===== config.mk =====
export PLATFORM = sky130hd
export DESIGN_NAME = csr_top
export DESIGN_NICKNAME = d
export VERILOG_FILES = /design/src/csr_pkg.sv /design/src/csr_top.sv /design/src/trap_unit.sv /design/src/mcsr.sv /design/src/csr_decode.sv
export SDC_FILE = /design/constraint.sdc
export NUM_CORES = 1
export LEC_CHECK = 0
export ABC_CLOCK_PERIOD_IN_PS = 3600
export BUFFER_PORTS_ARGS = -buffer_cell sky130_fd_sc_hd__buf_2
export CORE_MARGIN = 3
export CORE_UTILIZATION = 30
export DETAILED_ROUTE_END_ITERATION = 7
export HOLD_SLACK_MARGIN = 0.08
export PLACE_DENSITY_LB_ADDON = 0.25
export SLEW_MARGIN = 20
export SYNTH_ARGS = -nofsm -noshare
export SYNTH_HDL_FRONTEND = slang
export SYNTH_SLANG_ARGS = --single-unit

===== constraint.sdc =====
create_clock -name clk_i -period 3.6 [get_ports clk_i]
set_input_delay 0.36 -clock clk_i [delete_from_list [all_inputs] [get_ports clk_i]]
set_output_delay 0.36 -clock clk_i [all_outputs]
set_load 0.005 [all_outputs]

===== src/csr_pkg.sv =====
// shared CSR addresses, instruction encodings and field positions, imported by the CSR modules
`default_nettype none

package csr_pkg;

  localparam int reg_data_width = 32;
  localparam int reg_addr_width = 5;

  // standard machine CSRs
  localparam logic [11:0] csr_addr_mstatus = 12'h300;
  localparam logic [11:0] csr_addr_mie     = 12'h304;
  localparam logic [11:0] csr_addr_mepc    = 12'h341;
  localparam logic [11:0] csr_addr_mip     = 12'h344;

  // custom tile CSRs
  localparam logic [11:0] csr_addr_cfg_pod      = 12'h360;
  localparam logic [11:0] csr_addr_credit_limit = 12'hfc0;
  localparam logic [11:0] csr_addr_barcfg       = 12'hfc1;
  localparam logic [11:0] csr_addr_bar_pi       = 12'hfc2;
  localparam logic [11:0] csr_addr_bar_po       = 12'hfc3;

  // funct3 of the SYSTEM opcode
  localparam logic [2:0] funct3_csrrw  = 3'b001;
  localparam logic [2:0] funct3_csrrs  = 3'b010;
  localparam logic [2:0] funct3_csrrc  = 3'b011;
  localparam logic [2:0] funct3_csrrwi = 3'b101;
  localparam logic [2:0] funct3_csrrsi = 3'b110;
  localparam logic [2:0] funct3_csrrci = 3'b111;

  localparam logic [6:0]  opcode_system = 7'b1110011;
  localparam logic [31:0] instr_mret    = 32'h3020_0073;

  // mstatus fields
  localparam int mstatus_mie_bit  = 3;
  localparam int mstatus_mpie_bit = 7;

  // interrupt bits in the mie and mip words
  localparam int irq_remote_bit = 16;
  localparam int irq_trace_bit  = 17;

  // byte addresses of the interrupt handlers
  localparam logic [31:0] trap_vec_remote = 32'h0000_0004;
  localparam logic [31:0] trap_vec_trace  = 32'h0000_0008;

endpackage

`default_nettype wire

===== src/csr_top.sv =====
// top level of the machine CSR subsystem, ties the EXE decode, the CSR file and the trap unit
`timescale 1ns/1ps
`default_nettype none

module csr_top #(
  parameter int  pc_width_p             = 22,
  parameter int  barrier_dirs_p         = 7,
  parameter int  credit_limit_default_p = 32,
  parameter int  credit_counter_width_p = 6,
  localparam int barrier_lg_dirs_lp     = $clog2(barrier_dirs_p + 1)
) (
  input  wire logic                                  clk_i,
  input  wire logic                                  reset_i,
  input  wire logic                                  instr_v_i,
  input  wire logic [31:0]                           instr_i,
  input  wire logic [pc_width_p-1:0]                 pc_i,
  input  wire logic [csr_pkg::reg_data_width-1:0]    rs1_data_i,
  output logic                                       rd_v_o,
  output logic [csr_pkg::reg_data_width-1:0]         rd_data_o,
  input  wire logic                                  remote_set_i,
  input  wire logic                                  remote_clear_i,
  input  wire logic                                  barsend_i,
  input  wire logic                                  barrier_po_i,
  output logic                                       barrier_pi_o,
  output logic [barrier_dirs_p-1:0]                  barrier_src_o,
  output logic [barrier_lg_dirs_lp-1:0]              barrier_dest_o,
  input  wire logic [31:0]                           cfg_pod_reset_i,
  output logic [31:0]                                cfg_pod_o,
  output logic [credit_counter_width_p-1:0]          credit_limit_o,
  output logic [pc_width_p-1:0]                      mepc_o,
  output logic                                       trap_o,
  output logic [4:0]                                 trap_cause_o,
  output logic [31:0]                                redirect_pc_o
);

  import csr_pkg::*;

  logic                       exe_v;
  logic                       exe_we;
  logic                       exe_mret;
  logic [11:0]                exe_addr;
  logic [2:0]                 exe_funct3;
  logic [reg_data_width-1:0]  exe_data;
  logic [reg_addr_width-1:0]  exe_rs1;
  logic [pc_width_p-1:0]      exe_pc;
  logic                       mstatus_mie;
  logic [1:0]                 mie_bits;
  logic [1:0]                 mip_bits;
  logic                       interrupt_entered;
  logic [pc_width_p-1:0]      npc;

  // the CSR value read in EXE goes back to rd
  assign rd_v_o = exe_we;

  csr_decode #(
    .pc_width_p(pc_width_p)
  ) decode (
    .clk_i, .reset_i, .instr_v_i, .instr_i, .pc_i, .rs1_data_i,
    .flush_i      (trap_o),
    .exe_v_o      (exe_v),
    .exe_we_o     (exe_we),
    .exe_mret_o   (exe_mret),
    .exe_addr_o   (exe_addr),
    .exe_funct3_o (exe_funct3),
    .exe_data_o   (exe_data),
    .exe_rs1_o    (exe_rs1),
    .exe_pc_o     (exe_pc)
  );

  mcsr #(
    .pc_width_p             (pc_width_p),
    .barrier_dirs_p         (barrier_dirs_p),
    .credit_limit_default_p (credit_limit_default_p),
    .credit_counter_width_p (credit_counter_width_p)
  ) csr (
    .clk_i, .reset_i, .remote_set_i, .remote_clear_i,
    .we_i                (exe_we),
    .addr_i              (exe_addr),
    .funct3_i            (exe_funct3),
    .data_i              (exe_data),
    .rs1_i               (exe_rs1),
    .instr_executed_i    (exe_v),
    .interrupt_entered_i (interrupt_entered),
    .mret_i              (exe_mret),
    .npc_i               (npc),
    .barsend_i, .barrier_po_i, .cfg_pod_reset_i,
    .data_o              (rd_data_o),
    .mstatus_mie_o       (mstatus_mie),
    .mie_o               (mie_bits),
    .mip_o               (mip_bits),
    .mepc_o, .credit_limit_o, .cfg_pod_o,
    .barrier_src_o, .barrier_dest_o, .barrier_pi_o
  );

  trap_unit #(
    .pc_width_p(pc_width_p)
  ) trap (
    .clk_i, .reset_i,
    .mstatus_mie_i       (mstatus_mie),
    .mie_i               (mie_bits),
    .mip_i               (mip_bits),
    .exe_v_i             (exe_v),
    .exe_we_i            (exe_we),
    .exe_mret_i          (exe_mret),
    .exe_pc_i            (exe_pc),
    .interrupt_entered_o (interrupt_entered),
    .npc_o               (npc),
    .trap_o, .trap_cause_o, .redirect_pc_o
  );

endmodule

`default_nettype wire


===== src/trap_unit.sv =====
// interrupt trap unit, decides when to take an interrupt and redirects the pc to its handler
`timescale 1ns/1ps
`default_nettype none

module trap_unit #(
  parameter int pc_width_p = 22
) (
  input  wire logic                   clk_i,
  input  wire logic                   reset_i,
  input  wire logic                   mstatus_mie_i,
  input  wire logic [1:0]             mie_i,
  input  wire logic [1:0]             mip_i,
  input  wire logic                   exe_v_i,
  input  wire logic                   exe_we_i,
  input  wire logic                   exe_mret_i,
  input  wire logic [pc_width_p-1:0]  exe_pc_i,
  output logic                        interrupt_entered_o,
  output logic [pc_width_p-1:0]       npc_o,
  output logic                        trap_o,
  output logic [4:0]                  trap_cause_o,
  output logic [31:0]                 redirect_pc_o
);

  import csr_pkg::*;

  logic [1:0]            pending;
  logic                  remote_pending;
  logic                  take;
  logic [pc_width_p-1:0] exe_pc_next;
  logic [pc_width_p-1:0] npc_r;

  // bit 1 trace, bit 0 remote
  assign pending        = mie_i & mip_i;
  assign remote_pending = pending[0];

  // mret or a CSR write in EXE could change the enables this cycle
  assign take = mstatus_mie_i & (|pending) & ~exe_mret_i & ~exe_we_i;

  assign trap_o              = take;
  assign interrupt_entered_o = take;

  // cause code is the interrupt's bit index, remote first
  assign trap_cause_o  = remote_pending ? 5'(irq_remote_bit) : 5'(irq_trace_bit);
  assign redirect_pc_o = remote_pending ? trap_vec_remote : trap_vec_trace;

  assign exe_pc_next = exe_pc_i + pc_width_p'(1);

  // pc of the next instruction to execute
  always_ff @(posedge clk_i) begin
    if (reset_i) begin
      npc_r <= '0;
    end else if (take) begin
      npc_r <= redirect_pc_o[2+:pc_width_p];
    end else if (exe_v_i) begin
      npc_r <= exe_pc_next;
    end
  end

  // the instruction in EXE completes before the trap
  assign npc_o = exe_v_i ? exe_pc_next : npc_r;

endmodule

`default_nettype wire


===== src/mcsr.sv =====
// machine CSR register file of the tile, written from EXE and read back through the read mux
`timescale 1ns/1ps
`default_nettype none

module mcsr #(
  parameter int  pc_width_p             = 22,
  parameter int  barrier_dirs_p         = 7,
  parameter int  credit_limit_default_p = 32,
  parameter int  credit_counter_width_p = 6,
  localparam int barrier_lg_dirs_lp     = $clog2(barrier_dirs_p + 1)
) (
  input  wire logic                                  clk_i,
  input  wire logic                                  reset_i,
  input  wire logic                                  remote_set_i,
  input  wire logic                                  remote_clear_i,
  input  wire logic                                  we_i,
  input  wire logic [11:0]                           addr_i,
  input  wire logic [2:0]                            funct3_i,
  input  wire logic [csr_pkg::reg_data_width-1:0]    data_i,
  input  wire logic [csr_pkg::reg_addr_width-1:0]    rs1_i,
  input  wire logic                                  instr_executed_i,
  input  wire logic                                  interrupt_entered_i,
  input  wire logic                                  mret_i,
  input  wire logic [pc_width_p-1:0]                 npc_i,
  input  wire logic                                  barsend_i,
  input  wire logic                                  barrier_po_i,
  input  wire logic [31:0]                           cfg_pod_reset_i,
  output logic [csr_pkg::reg_data_width-1:0]         data_o,
  output logic                                       mstatus_mie_o,
  output logic [1:0]                                 mie_o,
  output logic [1:0]                                 mip_o,
  output logic [pc_width_p-1:0]                      mepc_o,
  output logic [credit_counter_width_p-1:0]          credit_limit_o,
  output logic [31:0]                                cfg_pod_o,
  output logic [barrier_dirs_p-1:0]                  barrier_src_o,
  output logic [barrier_lg_dirs_lp-1:0]              barrier_dest_o,
  output logic                                       barrier_pi_o
);

  import csr_pkg::*;

  // bit 1 is trace, bit 0 is remote in mie_r and mip_r
  logic                       mstatus_mpie_r;
  logic                       mstatus_mie_r;
  logic [1:0]                 mie_r;
  logic [1:0]                 mip_r;
  logic [reg_data_width-1:0]  imm_word;
  logic [reg_data_width-1:0]  wr_word;
  logic                       imm_form;
  logic                       wr_any;
  logic                       wr_reg;
  logic                       wr_rw;

  // read mux, also the old value for set and clear
  always_comb begin
    data_o = '0;
    case (addr_i)
      csr_addr_mstatus: begin
        data_o[mstatus_mie_bit]  = mstatus_mie_r;
        data_o[mstatus_mpie_bit] = mstatus_mpie_r;
      end
      csr_addr_mie: begin
        data_o[irq_trace_bit]  = mie_r[1];
        data_o[irq_remote_bit] = mie_r[0];
      end
      csr_addr_mip: begin
        data_o[irq_trace_bit]  = mip_r[1];
        data_o[irq_remote_bit] = mip_r[0];
      end
      csr_addr_mepc:         data_o[2+:pc_width_p] = mepc_o;
      csr_addr_credit_limit: data_o[0+:credit_counter_width_p] = credit_limit_o;
      csr_addr_cfg_pod:      data_o = cfg_pod_o;
      csr_addr_barcfg: begin
        data_o[0+:barrier_dirs_p]      = barrier_src_o;
        data_o[16+:barrier_lg_dirs_lp] = barrier_dest_o;
      end
      csr_addr_bar_pi:       data_o[0] = barrier_pi_o;
      csr_addr_bar_po:       data_o[0] = barrier_po_i;
      default:               data_o = '0;
    endcase
  end

  // zimm form of rs1
  assign imm_word = {{(reg_data_width - reg_addr_width){1'b0}}, rs1_i};

  // full word after the operation, each register picks its own field
  always_comb begin
    imm_form = 1'b0;
    case (funct3_i)
      funct3_csrrw:  wr_word = data_i;
      funct3_csrrs:  wr_word = data_o | data_i;
      funct3_csrrc:  wr_word = data_o & ~data_i;
      funct3_csrrwi: begin
        wr_word  = imm_word;
        imm_form = 1'b1;
      end
      funct3_csrrsi: begin
        wr_word  = data_o | imm_word;
        imm_form = 1'b1;
      end
      funct3_csrrci: begin
        wr_word  = data_o & ~imm_word;
        imm_form = 1'b1;
      end
      default:       wr_word = data_o;
    endcase
  end

  // which forms each group of registers accepts
  assign wr_any = we_i;
  assign wr_reg = we_i & ~imm_form;
  assign wr_rw  = we_i & (funct3_i == funct3_csrrw);

  // mstatus, mret over interrupt entry over CSR write
  always_ff @(posedge clk_i) begin
    if (reset_i) begin
      mstatus_mie_r  <= 1'b0;
      mstatus_mpie_r <= 1'b0;
    end else if (mret_i) begin
      mstatus_mie_r  <= mstatus_mpie_r;
      mstatus_mpie_r <= 1'b0;
    end else if (interrupt_entered_i) begin
      mstatus_mie_r  <= 1'b0;
      mstatus_mpie_r <= mstatus_mie_r;
    end else if (wr_any && addr_i == csr_addr_mstatus) begin
      mstatus_mie_r  <= wr_word[mstatus_mie_bit];
      mstatus_mpie_r <= wr_word[mstatus_mpie_bit];
    end
  end

  always_ff @(posedge clk_i) begin
    if (reset_i) begin
      mie_r <= 2'b00;
    end else if (wr_reg && addr_i == csr_addr_mie) begin
      mie_r <= {wr_word[irq_trace_bit], wr_word[irq_remote_bit]};
    end
  end

  // mip, hardware events win over the CSR write
  always_ff @(posedge clk_i) begin
    if (reset_i) begin
      mip_r <= 2'b00;
    end else begin
      if (instr_executed_i && mie_r[1]) begin
        mip_r[1] <= 1'b1;
      end else if (wr_reg && addr_i == csr_addr_mip) begin
        mip_r[1] <= wr_word[irq_trace_bit];
      end
      if (remote_set_i) begin
        mip_r[0] <= 1'b1;
      end else if (remote_clear_i) begin
        mip_r[0] <= 1'b0;
      end else if (wr_reg && addr_i == csr_addr_mip) begin
        mip_r[0] <= wr_word[irq_remote_bit];
      end
    end
  end

  // mepc holds a word address
  always_ff @(posedge clk_i) begin
    if (reset_i) begin
      mepc_o <= '0;
    end else if (interrupt_entered_i) begin
      mepc_o <= npc_i;
    end else if (wr_reg && addr_i == csr_addr_mepc) begin
      mepc_o <= wr_word[2+:pc_width_p];
    end
  end

  // tile configuration, csrrw only
  always_ff @(posedge clk_i) begin
    if (reset_i) begin
      credit_limit_o <= credit_counter_width_p'(credit_limit_default_p);
      cfg_pod_o      <= cfg_pod_reset_i;
      barrier_src_o  <= '0;
      barrier_dest_o <= '0;
    end else if (wr_rw) begin
      if (addr_i == csr_addr_credit_limit) begin
        credit_limit_o <= wr_word[0+:credit_counter_width_p];
      end
      if (addr_i == csr_addr_cfg_pod) begin
        cfg_pod_o <= wr_word;
      end
      if (addr_i == csr_addr_barcfg) begin
        barrier_src_o  <= wr_word[0+:barrier_dirs_p];
        barrier_dest_o <= wr_word[16+:barrier_lg_dirs_lp];
      end
    end
  end

  // barrier Pi bit, a CSR write suppresses the barsend toggle
  always_ff @(posedge clk_i) begin
    if (reset_i) begin
      barrier_pi_o <= 1'b0;
    end else if (wr_any && addr_i == csr_addr_bar_pi) begin
      barrier_pi_o <= wr_word[0];
    end else if (barsend_i) begin
      barrier_pi_o <= ~barrier_pi_o;
    end
  end

  assign mstatus_mie_o = mstatus_mie_r;
  assign mie_o         = mie_r;
  assign mip_o         = mip_r;

endmodule

`default_nettype wire


===== src/csr_decode.sv =====
// decodes a SYSTEM instruction word and holds the CSR operation in the EXE register for mcsr
`timescale 1ns/1ps
`default_nettype none

module csr_decode #(
  parameter int pc_width_p = 22
) (
  input  wire logic                                   clk_i,
  input  wire logic                                   reset_i,
  input  wire logic                                   instr_v_i,
  input  wire logic [31:0]                            instr_i,
  input  wire logic [pc_width_p-1:0]                  pc_i,
  input  wire logic [csr_pkg::reg_data_width-1:0]     rs1_data_i,
  input  wire logic                                   flush_i,
  output logic                                        exe_v_o,
  output logic                                        exe_we_o,
  output logic                                        exe_mret_o,
  output logic [11:0]                                 exe_addr_o,
  output logic [2:0]                                  exe_funct3_o,
  output logic [csr_pkg::reg_data_width-1:0]          exe_data_o,
  output logic [csr_pkg::reg_addr_width-1:0]          exe_rs1_o,
  output logic [pc_width_p-1:0]                       exe_pc_o
);

  import csr_pkg::*;

  logic accept;
  logic is_system;
  logic is_csr;
  logic is_mret;

  // an instruction arriving with the trap is lost
  assign accept = instr_v_i & ~flush_i;

  assign is_system = (instr_i[6:0] == opcode_system);
  // funct3 of zero is ecall, ebreak, mret and friends
  assign is_csr    = is_system & (instr_i[14:12] != 3'b000);
  assign is_mret   = (instr_i == instr_mret);

  // valid bits of the EXE register
  always_ff @(posedge clk_i) begin
    if (reset_i) begin
      exe_v_o    <= 1'b0;
      exe_we_o   <= 1'b0;
      exe_mret_o <= 1'b0;
    end else begin
      exe_v_o    <= accept;
      exe_we_o   <= accept & is_csr;
      exe_mret_o <= accept & is_mret;
    end
  end

  // operand fields, only meaningful alongside the valid bits
  always_ff @(posedge clk_i) begin
    if (accept) begin
      exe_addr_o   <= instr_i[31:20];
      exe_funct3_o <= instr_i[14:12];
      exe_rs1_o    <= instr_i[19:15];
      exe_data_o   <= rs1_data_i;
      exe_pc_o     <= pc_i;
    end
  end

endmodule

`default_nettype wire


[Word level (Yosys, flattened, before mapping)]
Index checks and enable logic that the tools add are counted.
Storage, ports and cells
  word-level logic and storage cells: 115
  flip-flop bits (word level): 176
  output and inout port bits: 142
  input bits: 125
Operators by class
  bitwise operators: 21
  eq/ne operators: 17
  muxes and demuxes: 35
  reductions and logical operators: 21
  add/subtract/negate cells: 1
Operators by type and width (number)
  $pmux W32 S6: 1
  $mux W32: 3
  $mux W22: 4
  $and A32 B32 Y32: 2
  $eq A12 B10 Y1 const B: 5
  $eq A12 B12 Y1 const B: 4
  $eq A32 B30 Y1 const B: 1
  $not A32 Y32: 1
  $not A5 Y32: 1
  $or A32 B32 Y32: 1
  $or A32 B5 Y32: 1
  $add A22 B1 Y22 const B: 1
  $pmux W8 S2: 1
  $mux W1: 14
  $pmux W1 S3: 4
  $reduce_bool A2 Y1: 6
  $pmux W1 S5: 2
  $pmux W2 S5: 1
  $pmux W5 S2: 1
  $and A1 B1 Y1: 9
  $eq A3 B3 Y1 const B: 3
  $reduce_bool A3 Y1: 3
  $mux W8: 1
  $pmux W2 S4: 1
  other kinds (11): 24

[Longest topological paths before layout]
Gate-level depths: netlist of the first run.
  depth in word-level cells: 9
  depth in mapped cells: 9
  depth with buffers taken out: 7

[By module]
A second synthesis of the first run with hierarchy kept.
Second synthesis, totals
  cells, all modules: 892
  area total of the unflattened synthesis: 9201.3 um^2
By module, submodules not included
  mcsr: area an instance 5097.4 um^2, sequential area each 1861.8 um^2, cells an instance 583, times used 1
  csr_decode: area an instance 2411.1 um^2, sequential area each 2282.2 um^2, cells an instance 93, times used 1
  trap_unit: area an instance 1692.9 um^2, sequential area each 440.4 um^2, cells an instance 216, times used 1

[Worst setup path after synthesis of the first run]
OpenSTA, ideal clock, no wires.
  path type: register -> register
  from: register csr.mip_r[0] (netlist: csr.mip_o[0])
  to: register decode.exe_addr_o[0], enable pin
  cell stages (with the launch flop): 4
  path slack: 714 ps
  buffers on the path: 0
  setup time: 440 ps
  required time: 3160 ps
  period minus slack after synthesis: 2886 ps
  arrival time: 2445 ps
  cells stage by stage: dfxtp_1 nand2_1 a2111o_1 and2_1
Between the ends
  cells in the longest elaborated chain, start to end: 7
Ends and longest elaborated chain
  start, declared: line mcsr.sv:46  | logic [1:0] mip_r;
  start signal, assigned: line mcsr.sv:154  | mip_r[0] <= wr_word[irq_remote_bit];
  $and A2 B2 Y2: line trap_unit.sv:33  | assign pending = mie_i & mip_i;
  $reduce_or A2 Y1: line trap_unit.sv:37  | assign take = mstatus_mie_i & (|pending) & ~exe_mret_i & ~exe_we_i;
  $and A1 B1 Y1 (3 in a row): line trap_unit.sv:37
  $not A1 Y1: line csr_decode.sv:33  | assign accept = instr_v_i & ~flush_i;
  $and A1 B1 Y1: line csr_decode.sv:33
  net decode.accept: line csr_decode.sv:27  | logic accept;
  end signal, assigned: line csr_decode.sv:56  | exe_addr_o <= instr_i[31:20];
  end, declared: line csr_decode.sv:18  | output logic [11:0] exe_addr_o,
The timed path passes the listed nets, and every way through them passes these cells.
A chain may end at the register's enable or synchronous reset.

[Worst setup path in the final report of the first run]
  from: register decode.exe_addr_o[1]
  to: output rd_data_o[18] (netlist bit)
Between the ends
  cells in the longest elaborated chain, start to end: 2
  elaborated cells between the ends (all ways): 4
  those cells by class: eq/ne: 3; mux: 1
Ends and longest elaborated chain
  $eq A12 B12 Y1 / $eq A12 B10 Y1 (equally long branches): line mcsr.sv:57  | case (addr_i)
  $pmux W1 S3 (*): line mcsr.sv:57
  end, declared: line csr_top.sv:19  | output logic [csr_pkg::reg_data_width-1:0] rd_data_o,
Every way passes the cells marked *; elsewhere a longest branch is shown, timed or not.

==> results of run 1 <==
-- worst paths after layout --
path                         startpoint               endpoint  slack, ns  cells after the start
hold reg to reg   csr.barrier_dest_o[2]  csr.barrier_dest_o[2]       0.47                      2
hold / removal           rs1_data_i[27]  decode.exe_data_o[27]       0.10                      1
setup reg to reg   decode.exe_addr_o[1]      csr.cfg_pod_o[16]       0.91                      5
setup / recovery   decode.exe_addr_o[1]          rd_data_o[18]       0.52                      6
-- logic make-up after synthesis --
| group | count (synthesis) |
|---|---|
| flops | 176 |
| compound gates | 232 |
| fa+ha+maj | 1 |
| simple gates | 333 |
| xor+xnor | 19 |
| other cells | 2 |
| buf+inv | 108 |
| mux | 17 |
-- per-layer routing --
metal | share of wire (%) | global-route usage [%] | vias to the layer above
li1 | - | - | 3655
met1 | 45 | 26.4 | 3671
met2 | 48 | 31.5 | 307
met3 | 6.3 | 3.66 | 25
met4 | 1.3 | 4.06 | 2
met5 | 0.043 | 0 | -
-- registers in the layout (all words and copies together), names as in the netlist, 3 cells and up --
register,flops
csr.barrier_src_o,7
decode.exe_addr_o,12
decode.exe_pc_o,22
csr.barrier_dest_o,3
decode.exe_data_o,32
decode.exe_funct3_o,3
csr.cfg_pod_o,32
trap.npc_r,22
csr.mepc_o,22
csr.credit_limit_o,6
decode.exe_rs1_o,5
-- cells in the final DEF (no fill, tap or decap), types with 5 or more instances in the layout --
master	count
nand3_1	30
nand2_1	106
nor4_1	11
mux2i_1	11
mux2_2	5
or4_1	6
clkbuf_16	17
a2bb2oi_1	5
nor3_1	20
edfxtp_1	106
and2_1	15
nand2b_1	14
o21ai_0	62
a211oi_1	12
conb_1	34
o22ai_1	8
a21oi_1	44
o211ai_1	5
a21o_1	6
a31oi_1	9
a22oi_1	27
buf_4	22
o22a_1	5
inv_1	18
o31ai_1	6
nor2b_1	15
or2_2	6
nor2_1	64
nand4_1	8
and3_1	12
buf_2	231
o221ai_1	6
xnor2_1	16
dfxtp_1	70
a21boi_0	5
-- metrics by stage --
stage	setup WS [ns]	std cells
detailed placement	0.958	1463
finish	0.515	1499
global route	0.379	1499
floorplan	0.714	920
global placement	0.984	1463
CTS	0.528	1498
-- worst register-to-register path, delay by kind of cell (launching register included) --
kind	cells	cell delay, ns
AND/OR/NAND/NOR	4	1.57
flip-flops	1	0.54
buffers and inverters	1	0.26
-- power by group through the flow --
stage | Combinational [mW] | Clock (mW) | Sequential [mW]
2_1_floorplan | 0.251 | 0 | 2.32
3_3_place_gp | 0.422 | 0 | 2.34
4_1_cts | 0.431 | 1.95 | 2.29
3_5_place_dp | 0.426 | 0 | 2.34
5_1_grt | 0.477 | 2.03 | 2.30
6_report | 0.426 | 1.92 | 2.29
-- layout make-up --
class,instances,area [sq um]
flip-flops and latches,176,4580
clock inverters,12,150
well taps,378,473
fillers,2858,17400
clock buffers,20,437
repair buffers,259,1400
multi-input cells,636,3710
inverters,18,67.6
-- what timing repair did --
item,in CTS,in global routing
endpoints found under the hold margin,3,1
endpoints found under the setup margin,0,0
hold buffers,3,1
==> summary.txt, run 1 <==
STA
  – Worst-Margin Slew: just under 0.9 ns
  – Rel. slew slack: 41.2%
  – Hold slack final: 0.101 ns
  – Skew final: about 0.016 ns
  – Endpoints failing hold: 0
  – Max Freq: between 300 and 400 MHz
  – Pins Over Slew Limit: 0
  – Fin crit share: 85.7%
  – RSZ-0062 raised after global routing: no
  – Final setup vio count: 0
  – TNS Setup: 0 ns
  – Fin crit period: 3.08 ns

Yosys
  – Number of synthesized flops with an enable pin: between 100 and 150
  – Most used DFF post-synth: edfxtp_1
  – Synth Area in XOR/XNOR: 1.91%
  – Top cell type's share of synthesized area: ~36%
  – Most common cell in the netlist: nand2_1
  – Synth cell types: 70
  – Mux contribution to synthesized area: under 10%
  – Compound-Gate Fraction of Synth Area: roughly 17%
  – Largest area contributor in the netlist: edfxtp_1
  – YS warnings: 0
  – Asr flop ratio synth: 0%
  – Post-synthesis sequential area ratio: between 50% and 60%
  – Synth Register Bits: between 150 and 200
  – Synth area leaders: edfxtp_1 (36%), dfxtp_1 (16%), nand2_1 (4.6%)
  – Avg Cell Area, Syn: 9.82 sq um
  – Post-Synthesis Cells: roughly 900
  – Largest family of logic cells by synthesized area: simple AND/OR/NAND/NOR gates
  – Post-synthesis simple-gate area fraction: about a fifth
  – Commonest cells post-synth: nand2_1 (107), edfxtp_1 (106), dfxtp_1 (70)
  – Adder and majority gate portion of the synthesized area: 0.143%
  – Post-Synthesis Cell Area: approximately 8700 sq um

Power
  – Total power: roughly 4.6 mW
  – Cell internal pwr: roughly 3.4 mW
  – LEAKAGE: between 4 and 5 nW
  – Switching fraction of total power: 25.6%
  – Sequential share of power: just under 50%
  – Switching power of the nets: 1.19 mW
  – Logic gate share of total power: under 10%
  – VDD IR max: 0.000296 V
  – Clk pwr share: between 40 and 50%
  – Power Density: roughly 430 nW/um^2

GRT
  – First-pass GRT wire length: between 40000 and 50000 um
  – Total track usage: about a fifth
  – Largest net degree at the start of global routing: a little over 60
  – Vias in the first global route: approximately 7.4k
  – Total grt overflow: 0
  – Initial antenna violation count: 1

Floorplanning
  – I/O Pins: roughly 270
  – Die height: between 150 and 200 um
  – Core area: 28200 sq um
  – Die ar.: 31200 sq um
  – # rows: between 60 and 70
  – Initial Util: between 30% and 40%
  – Die W: about 180 um

Layout
  – Final #Nets: 1234
  – Fraction of layout cells with a size suffix above 1: 27.7%
  – Final Cell Area: 10800 sq um
  – N_diodes: 0
  – Area grow syn2layout: 24.1%
  – Post-layout util: 38.3%

Clocking
  – Root Driver: clkbuf_16
  – CTS max path bufs: 2
  – CTS tree: done
  – CTS Buf Count: 17
  – Clk_lat worst skew: ~0.43 ns
  – Clock sink total: about 180
  – H-tree depth: 4
  – CTS resizes: 0
  – Post-CTS Setup Inserts: 0
  – Reg clk slew, reported paths: ~0.080 ns

Routing
  – Avg Vias per Cell: 5.11
  – Final WL: about 30000 um
  – Drt first-iter violations: approximately 730
  – Routed wire per std cell: 20.3 um
  – First-pass DRT Iterations: 5
  – Residual DRC: 0
  – ANT nets after route: 0
  – DR vias: between 7k and 8k

Worst setup path
  – Critical Path Start Type: flop
  – CP Cell Sequence: or4_1, nor4b_2, buf_4, a22oi_1, nand2_1, buf_2
  – CP Data Required Time: 3.24 ns
  – CP endpoint kind: output port
  – CP max stage delay: around 0.62 ns
  – Critical path buffers and inverters: 2
  – Critical Path AT: 2.72 ns
  – WS Path Type: reg2out
  – CP Max Fanout: 10
  – CP delay by family, top: simple AND/OR/NAND/NOR gates
  – Worst path slowest cell: or4_1

Placement
  – Area post-placement: between 10000 and 15000 sq um
  – DPL Wire Length: 22400 um
  – IO buf count: about 230
  – GP Congestion: between 0.8 and 0.9

Hold path
  – Hold Crit Class: in2reg

Run status
  – Status: complete, no violations

Flow run
  – Max cap viols: 0
Note: power is estimated with default switching activity, not from simulation.
==> run 2, diff against run 1 <==
--- a/config.mk
+++ b/config.mk
@@ -7,2 +7,3 @@
 export LEC_CHECK = 0
+export ABC_AREA = 1
 export ABC_CLOCK_PERIOD_IN_PS = 3600
--- a/constraint.sdc
+++ b/constraint.sdc
@@ -3,2 +3,2 @@
 set_output_delay 0.36 -clock clk_i [all_outputs]
-set_load 0.005 [all_outputs]
+set_load 0.01 [all_outputs]
==> summary.txt, run 2 <==
Yosys
  – Commonest cells post-synth: nand2_1 (273), inv_1 (133), nor2_1 (128)
  – Post-Synthesis Cells: roughly 1.1k
  – Most used DFF post-synth: edfxtp_1
  – Post-synthesis sequential area ratio: roughly half
  – Adder and majority gate portion of the synthesized area: less than 1%
  – Compound-Gate Fraction of Synth Area: around 10%
  – Number of synthesized flops with an enable pin: around 110
  – Synth area leaders: edfxtp_1 (35%), dfxtp_1 (15%), nand2_1 (11%)
  – Top cell type's share of synthesized area: a little over a third
  – Synth Register Bits: approximately 180
  – Post-Synthesis Cell Area: about 9000 sq um
  – Most common cell in the netlist: nand2_1
  – Asr flop ratio synth: 0%
  – Post-synthesis simple-gate area fraction: between 20% and 30%
  – Mux contribution to synthesized area: 0%
  – Synth Area in XOR/XNOR: less than 1%
  – YS warnings: 0
  – Synth cell types: 49
  – Largest family of logic cells by synthesized area: simple AND/OR/NAND/NOR gates
  – Largest area contributor in the netlist: edfxtp_1
  – Avg Cell Area, Syn: just over 8 sq um

Routing
  – Final WL: 30400 um
  – Avg Vias per Cell: 4.75
  – ANT nets after route: 0
  – First-pass DRT Iterations: 5
  – Residual DRC: 0
  – Drt first-iter violations: roughly 540
  – Routed wire per std cell: between 15 and 20 um
  – DR vias: 8350

Floorplanning
  – # rows: 62
  – Core area: between 20000 and 30000 sq um
  – Initial Util: 31.0%
  – Die height: approximately 180 um
  – Die ar.: roughly 32000 sq um
  – Die W: approximately 180 um
  – I/O Pins: between 200 and 300

Layout
  – Most common cell after layout, fill and taps aside: nand2_1
  – Most frequent cells in the layout: nand2_1 (273), buf_2 (232), inv_1 (132), nor2_1 (127), edfxtp_1 (106)
  – N_diodes: 0
  – Final #Nets: around 1.5k
  – Top Registers: csr.cfg_pod_o x32, decode.exe_data_o x32
  – Area grow syn2layout: 25.1%
  – Fraction of layout cells with a size suffix above 1: about a quarter

Flow run
  – Max cap viols: 0

STA
  – Fin crit period: between 2 and 3 ns
  – Final setup vio count: 0
  – Rel. slew slack: about 37%
  – Skew final: 0.0123 ns
  – Endpoints failing hold: 0
  – Fin crit share: approximately 74%
  – Pins Over Slew Limit: 0
  – Worst-Margin Slew: approximately 0.94 ns
  – TNS Setup: 0 ns
  – Hold slack final: about 0.10 ns
  – RSZ-0062 raised after global routing: no
  – Max Freq: 373 MHz

Worst setup path
  – CP Max Fanout: 14
  – CP Data Required Time: around 3.2 ns
  – CP max stage delay: 0.44 ns
  – CP delay by family, top: simple AND/OR/NAND/NOR gates
  – Critical path buffers and inverters: 3
  – Worst path slowest cell: edfxtp_1
  – Critical Path AT: ~2.3 ns
  – WS Path Type: reg2out
  – Most frequent CP cell: nand2_1
  – CP Cell Sequence: nor2_4, nand2_4, nor2_8, nand3_4, clkinv_2, nand2_1, nand2_1, inv_1, nand2_1, buf_2
  – CP endpoint kind: output port
  – Critical Path Start Type: flop

GRT
  – Vias in the first global route: about 8.0k
  – Largest net degree at the start of global routing: 63
  – Initial antenna violation count: 1
  – Total track usage: 18.5%
  – First-pass GRT wire length: 46700 um
  – Total grt overflow: 0

Power
  – Power Density: ~420 nW/um^2
  – VDD IR max: about 0.00027 V
  – Total power: about 4.7 mW
  – LEAKAGE: around 5.3 nW

Placement
  – IO buf count: ~230
  – GP Congestion: roughly 0.9
  – DPL Wire Length: around 23000 um

Run status
  – Status: complete, no violations

Clocking
  – Clock sink total: 176
  – CTS max path bufs: 2
  – Post-CTS Setup Inserts: 0
  – CTS Hold Bufs: 18
  – CTS resizes: 0
  – CTS tree: done
  – CTS Buf Count: 17
  – H-tree depth: 4
  – Reg clk slew, reported paths: around 0.070 ns
  – Root Driver: clkbuf_16
  – Clk_lat worst skew: between 0.4 and 0.5 ns

Hold path
  – Hold Crit Class: in2reg
## run 2: changes by cell type after synthesis, sizes merged, moves of 17 or more
cell | previous run | this run
a21oi | 44 | 23
nor2 | 64 | 137
nand2 | 107 | 288
clkbuf | 42 | 17
nand3 | 30 | 85
a22oi | 27 | 0
inv | 18 | 138
a31oi | 9 | 26
## run 2: power breakdown
group,total [mW],internal [mW],switching [mW]
Combinational,0.514,0.184,0.330
Sequential,2.33,2.26,0.0720
Clock,1.85,0.933,0.919
## run 2: worst paths after layout
| path | to | slack [ns] | start | depth (start not counted) |
|---|---|---|---|---|
| setup reg to reg | csr.cfg_pod_o[8] | 1.05 | decode.exe_addr_o[6] | 7 |
| hold reg to reg | csr.credit_limit_o[5] | 0.53 | csr.credit_limit_o[5] | 2 |
| setup / recovery | rd_data_o[17] | 0.92 | decode.exe_addr_o[4] | 10 |
| hold / removal | decode.exe_data_o[28] | 0.10 | rs1_data_i[28] | 1 |
## run 2: area by class of cell
cell class | count | area (sq um)
Timing Repair Buffer | 269 | 1520
Tap cell | 384 | 480
Fill cell | 3014 | 17900
Inverter | 140 | 527
Clock inverter | 15 | 161
Clock buffer | 17 | 425
Sequential cell | 176 | 4580
Multi-Input combinational cell | 757 | 3620
## run 2: metrics by stage
stage	setup slack (ns)	area [sq um]	cells	utilization (%)
after floorplan	0.120	9170	1147	-
after global placement	1.13	10500	1704	36.0
after detailed placement	1.06	10500	1704	36.0
after CTS	0.916	11300	1754	38.7
after global routing	0.684	11300	1758	38.8
final	0.920	11300	1758	38.8
## run 2: per-layer routing
| metal | track usage (%) | wire length (um) | vias to the layer above |
|---|---|---|---|
| li1 | - | - | 4111 |
| met1 | 23.6 | 13000 | 3890 |
| met2 | 31.6 | 14800 | 315 |
| met3 | 4.59 | 2040 | 32 |
| met4 | 4.36 | 510 | 2 |
| met5 | 0 | 13 | - |
## run 2: cells by family (layout without fill, tap and decap cells)
group                    after synthesis  in the layout
buffers and inverters                214            441
flip-flops                           176            176
AND/OR/NAND/NOR                      563            563
XOR/XNOR                               5              5
other                                  2             34
adder cells (fa/ha/maj)                1              1
AO/OA/AOI/OAI                        154            154
## run 2: worst reg2reg max path, cell delays in order, from the launching register on
cell and delay [ns]:
edfxtp_1 0.54, inv_2 0.11, nor2_2 0.13, nand2_1 0.12, nor2_1 0.18, nand2_1 0.33
o21ai_4 0.60, buf_12 0.25
==> run 3, diff against run 2 <==
- ABC_AREA: 1 -> 0
- ABC_CLOCK_PERIOD_IN_PS: 3600 -> 2650
- clock period: 3.6 -> 2.65 ns (I/O delays scaled with it)
==> summary.txt, run 3 (synthesis results as in run 1) <==
Layout
  – Most frequent cells in the layout: buf_2 (231), nand2_1 (106), edfxtp_1 (106), dlygate4sd3_1 (74), dfxtp_1 (70)
  – Area grow syn2layout: 35.0%
  – Post-layout util: approximately two fifths
  – Most common cell after layout, fill and taps aside: buf_2
  – Final #Nets: ~1.3k
  – Area of the multi-input gates: 3740 sq um
  – Fraction of layout cells with a size suffix above 1: between 20 and 30%
  – Top Registers: csr.cfg_pod_o x32, decode.exe_data_o x32
  – N_diodes: 0
  – Reg area: 4580 sq um
  – Layout fillers: approximately 2.8k

STA
  – Rel. slew slack: between 40% and 50%
  – Fin crit period: about 2.6 ns
  – Fin crit share: 99.7%
  – RSZ-0062 raised after global routing: yes
  – Max Freq: ~380 MHz
  – Skew final: about 0.017 ns
  – TNS Setup: 0 ns
  – Worst-Margin Slew: around 0.75 ns
  – Pins Over Slew Limit: 0
  – Final setup vio count: 0
  – Endpoints failing hold: 0

Placement
  – GP Congestion: between 0.8 and 0.9
  – IO buf count: between 200 and 250
  – DPL Wire Length: approximately 23000 um

Clocking
  – Clock sink total: 176
  – CTS Buf Count: 17
  – H-tree depth: 4
  – Reg clk slew, reported paths: 0.07 ns
  – Clk_lat worst skew: 0.43 ns
  – Root Driver: clkbuf_16
  – CTS tree: done
  – CTS max path bufs: 2

Floorplanning
  – Initial Util: approximately 30%
  – I/O Pins: around 270
  – Die W: roughly 180 um
  – Die ar.: 31200 sq um
  – Core area: 28200 sq um
  – # rows: 61
  – Die height: about 180 um

Hold path
  – Hold Crit Class: in2reg

Power
  – Sequential share of power: 49.0%
  – Total power: about 6.4 mW
  – VDD IR max: a little under 0.0004 V
  – Cell internal pwr: 4.77 mW
  – Logic gate share of total power: roughly 11%
  – Power Density: 540 nW/um^2
  – Switching fraction of total power: roughly a quarter
  – Clk pwr share: approximately two fifths
  – Switching power of the nets: ~1.6 mW
  – LEAKAGE: ~4.7 nW

GRT
  – Total track usage: between 10% and 20%
  – Largest net degree at the start of global routing: 63
  – Initial antenna violation count: 0
  – First-pass GRT wire length: 46100 um
  – Total grt overflow: 0
  – Vias in the first global route: 7718

Worst setup path
  – CP Data Required Time: ~2.4 ns
  – WS Path Type: reg2out
  – Critical Path Start Type: flop
  – CP endpoint kind: output port
  – CP Max Fanout: 6
  – Critical Path AT: around 2.4 ns

Routing
  – DR vias: about 8k
  – Drt first-iter violations: 536
  – ANT nets after route: 0
  – Routed wire per std cell: a little under 20 um
  – First-pass DRT Iterations: 5
  – Final WL: between 30000 and 40000 um
  – Residual DRC: 0
  – Avg Vias per Cell: roughly 5.0

Run status
  – Status: complete, no violations

Flow run
  – Max cap viols: 0
[run 3: cell type report]
class                           instances  area share, %
Clock buffer                           22           4.12
Clock inverter                         10          0.861
Inverter                               18          0.574
Multi-Input combinational cell        636           31.7
Sequential cell                       176           38.9
Tap cell                              378           4.02
Timing Repair Buffer                  353           19.7
[run 3: worst max-delay path, cell delays in order (launching register included)]
cell and delay (ns):
edfxtp_1 0.46, or4b_2 0.80, nor4_1 0.31, a31oi_1 0.10, nand2_1 0.12, buf_2 0.15
[run 3: final timing paths]
check / slack (ns) / start / depth (start not counted) / endpoint
max: 0.008 / decode.exe_addr_o[1] / 5 / rd_data_o[16]
min: 0.11 / cfg_pod_reset_i[28] / 3 / csr.cfg_pod_o[28]
max reg2reg: 0.23 / decode.exe_pc_o[0] / 7 / csr.mepc_o[16]
min reg2reg: 0.48 / csr.barrier_src_o[4] / 2 / csr.barrier_src_o[4]
[run 3: metrics by stage]
stage	worst slack (ns)	area (sq um)	hold slack [ns]	std cells
6_report	0.00849	11800	0.105	1593
5_1_grt	-0.0771	11800	0.0922	1593
4_1_cts	0.0100	11700	0.0894	1593
3_5_place_dp	0.190	10400	0.443	1485
3_3_place_gp	0.273	10400	0.443	1485
2_1_floorplan	0.136	8850	0.364	920
[run 3: repair_timing]
action / 4_1_cts / 5_1_grt
endpoints found under the setup margin: 19 / 18
hold buffers: 74 / 0
cloned: 0 / 0
pin swaps: 0 / 2
hold endpoints to repair: 74 / 0
setup buffers: 2 / 0
resized for setup: 2 / 9
[run 3: metal layers]
layer | GRT usage, % | vias up | wire length (um)
li1 | - | 3838 | -
met1 | 26.7 | 3850 | 14000
met2 | 32.9 | 307 | 15100
met3 | 2.97 | 16 | 1700
met4 | 3.90 | 0 | 263
met5 | 0 | - | 0
[run 3: power by group through the flow]
stage | logic [mW] | clock network [mW] | registers (mW)
2_1_floorplan | 0.353 | 0 | 3.17
3_3_place_gp | 0.615 | 0 | 3.18
3_5_place_dp | 0.621 | 0 | 3.18
4_1_cts | 0.711 | 2.57 | 3.11
5_1_grt | 0.781 | 2.67 | 3.13
6_report | 0.710 | 2.53 | 3.11
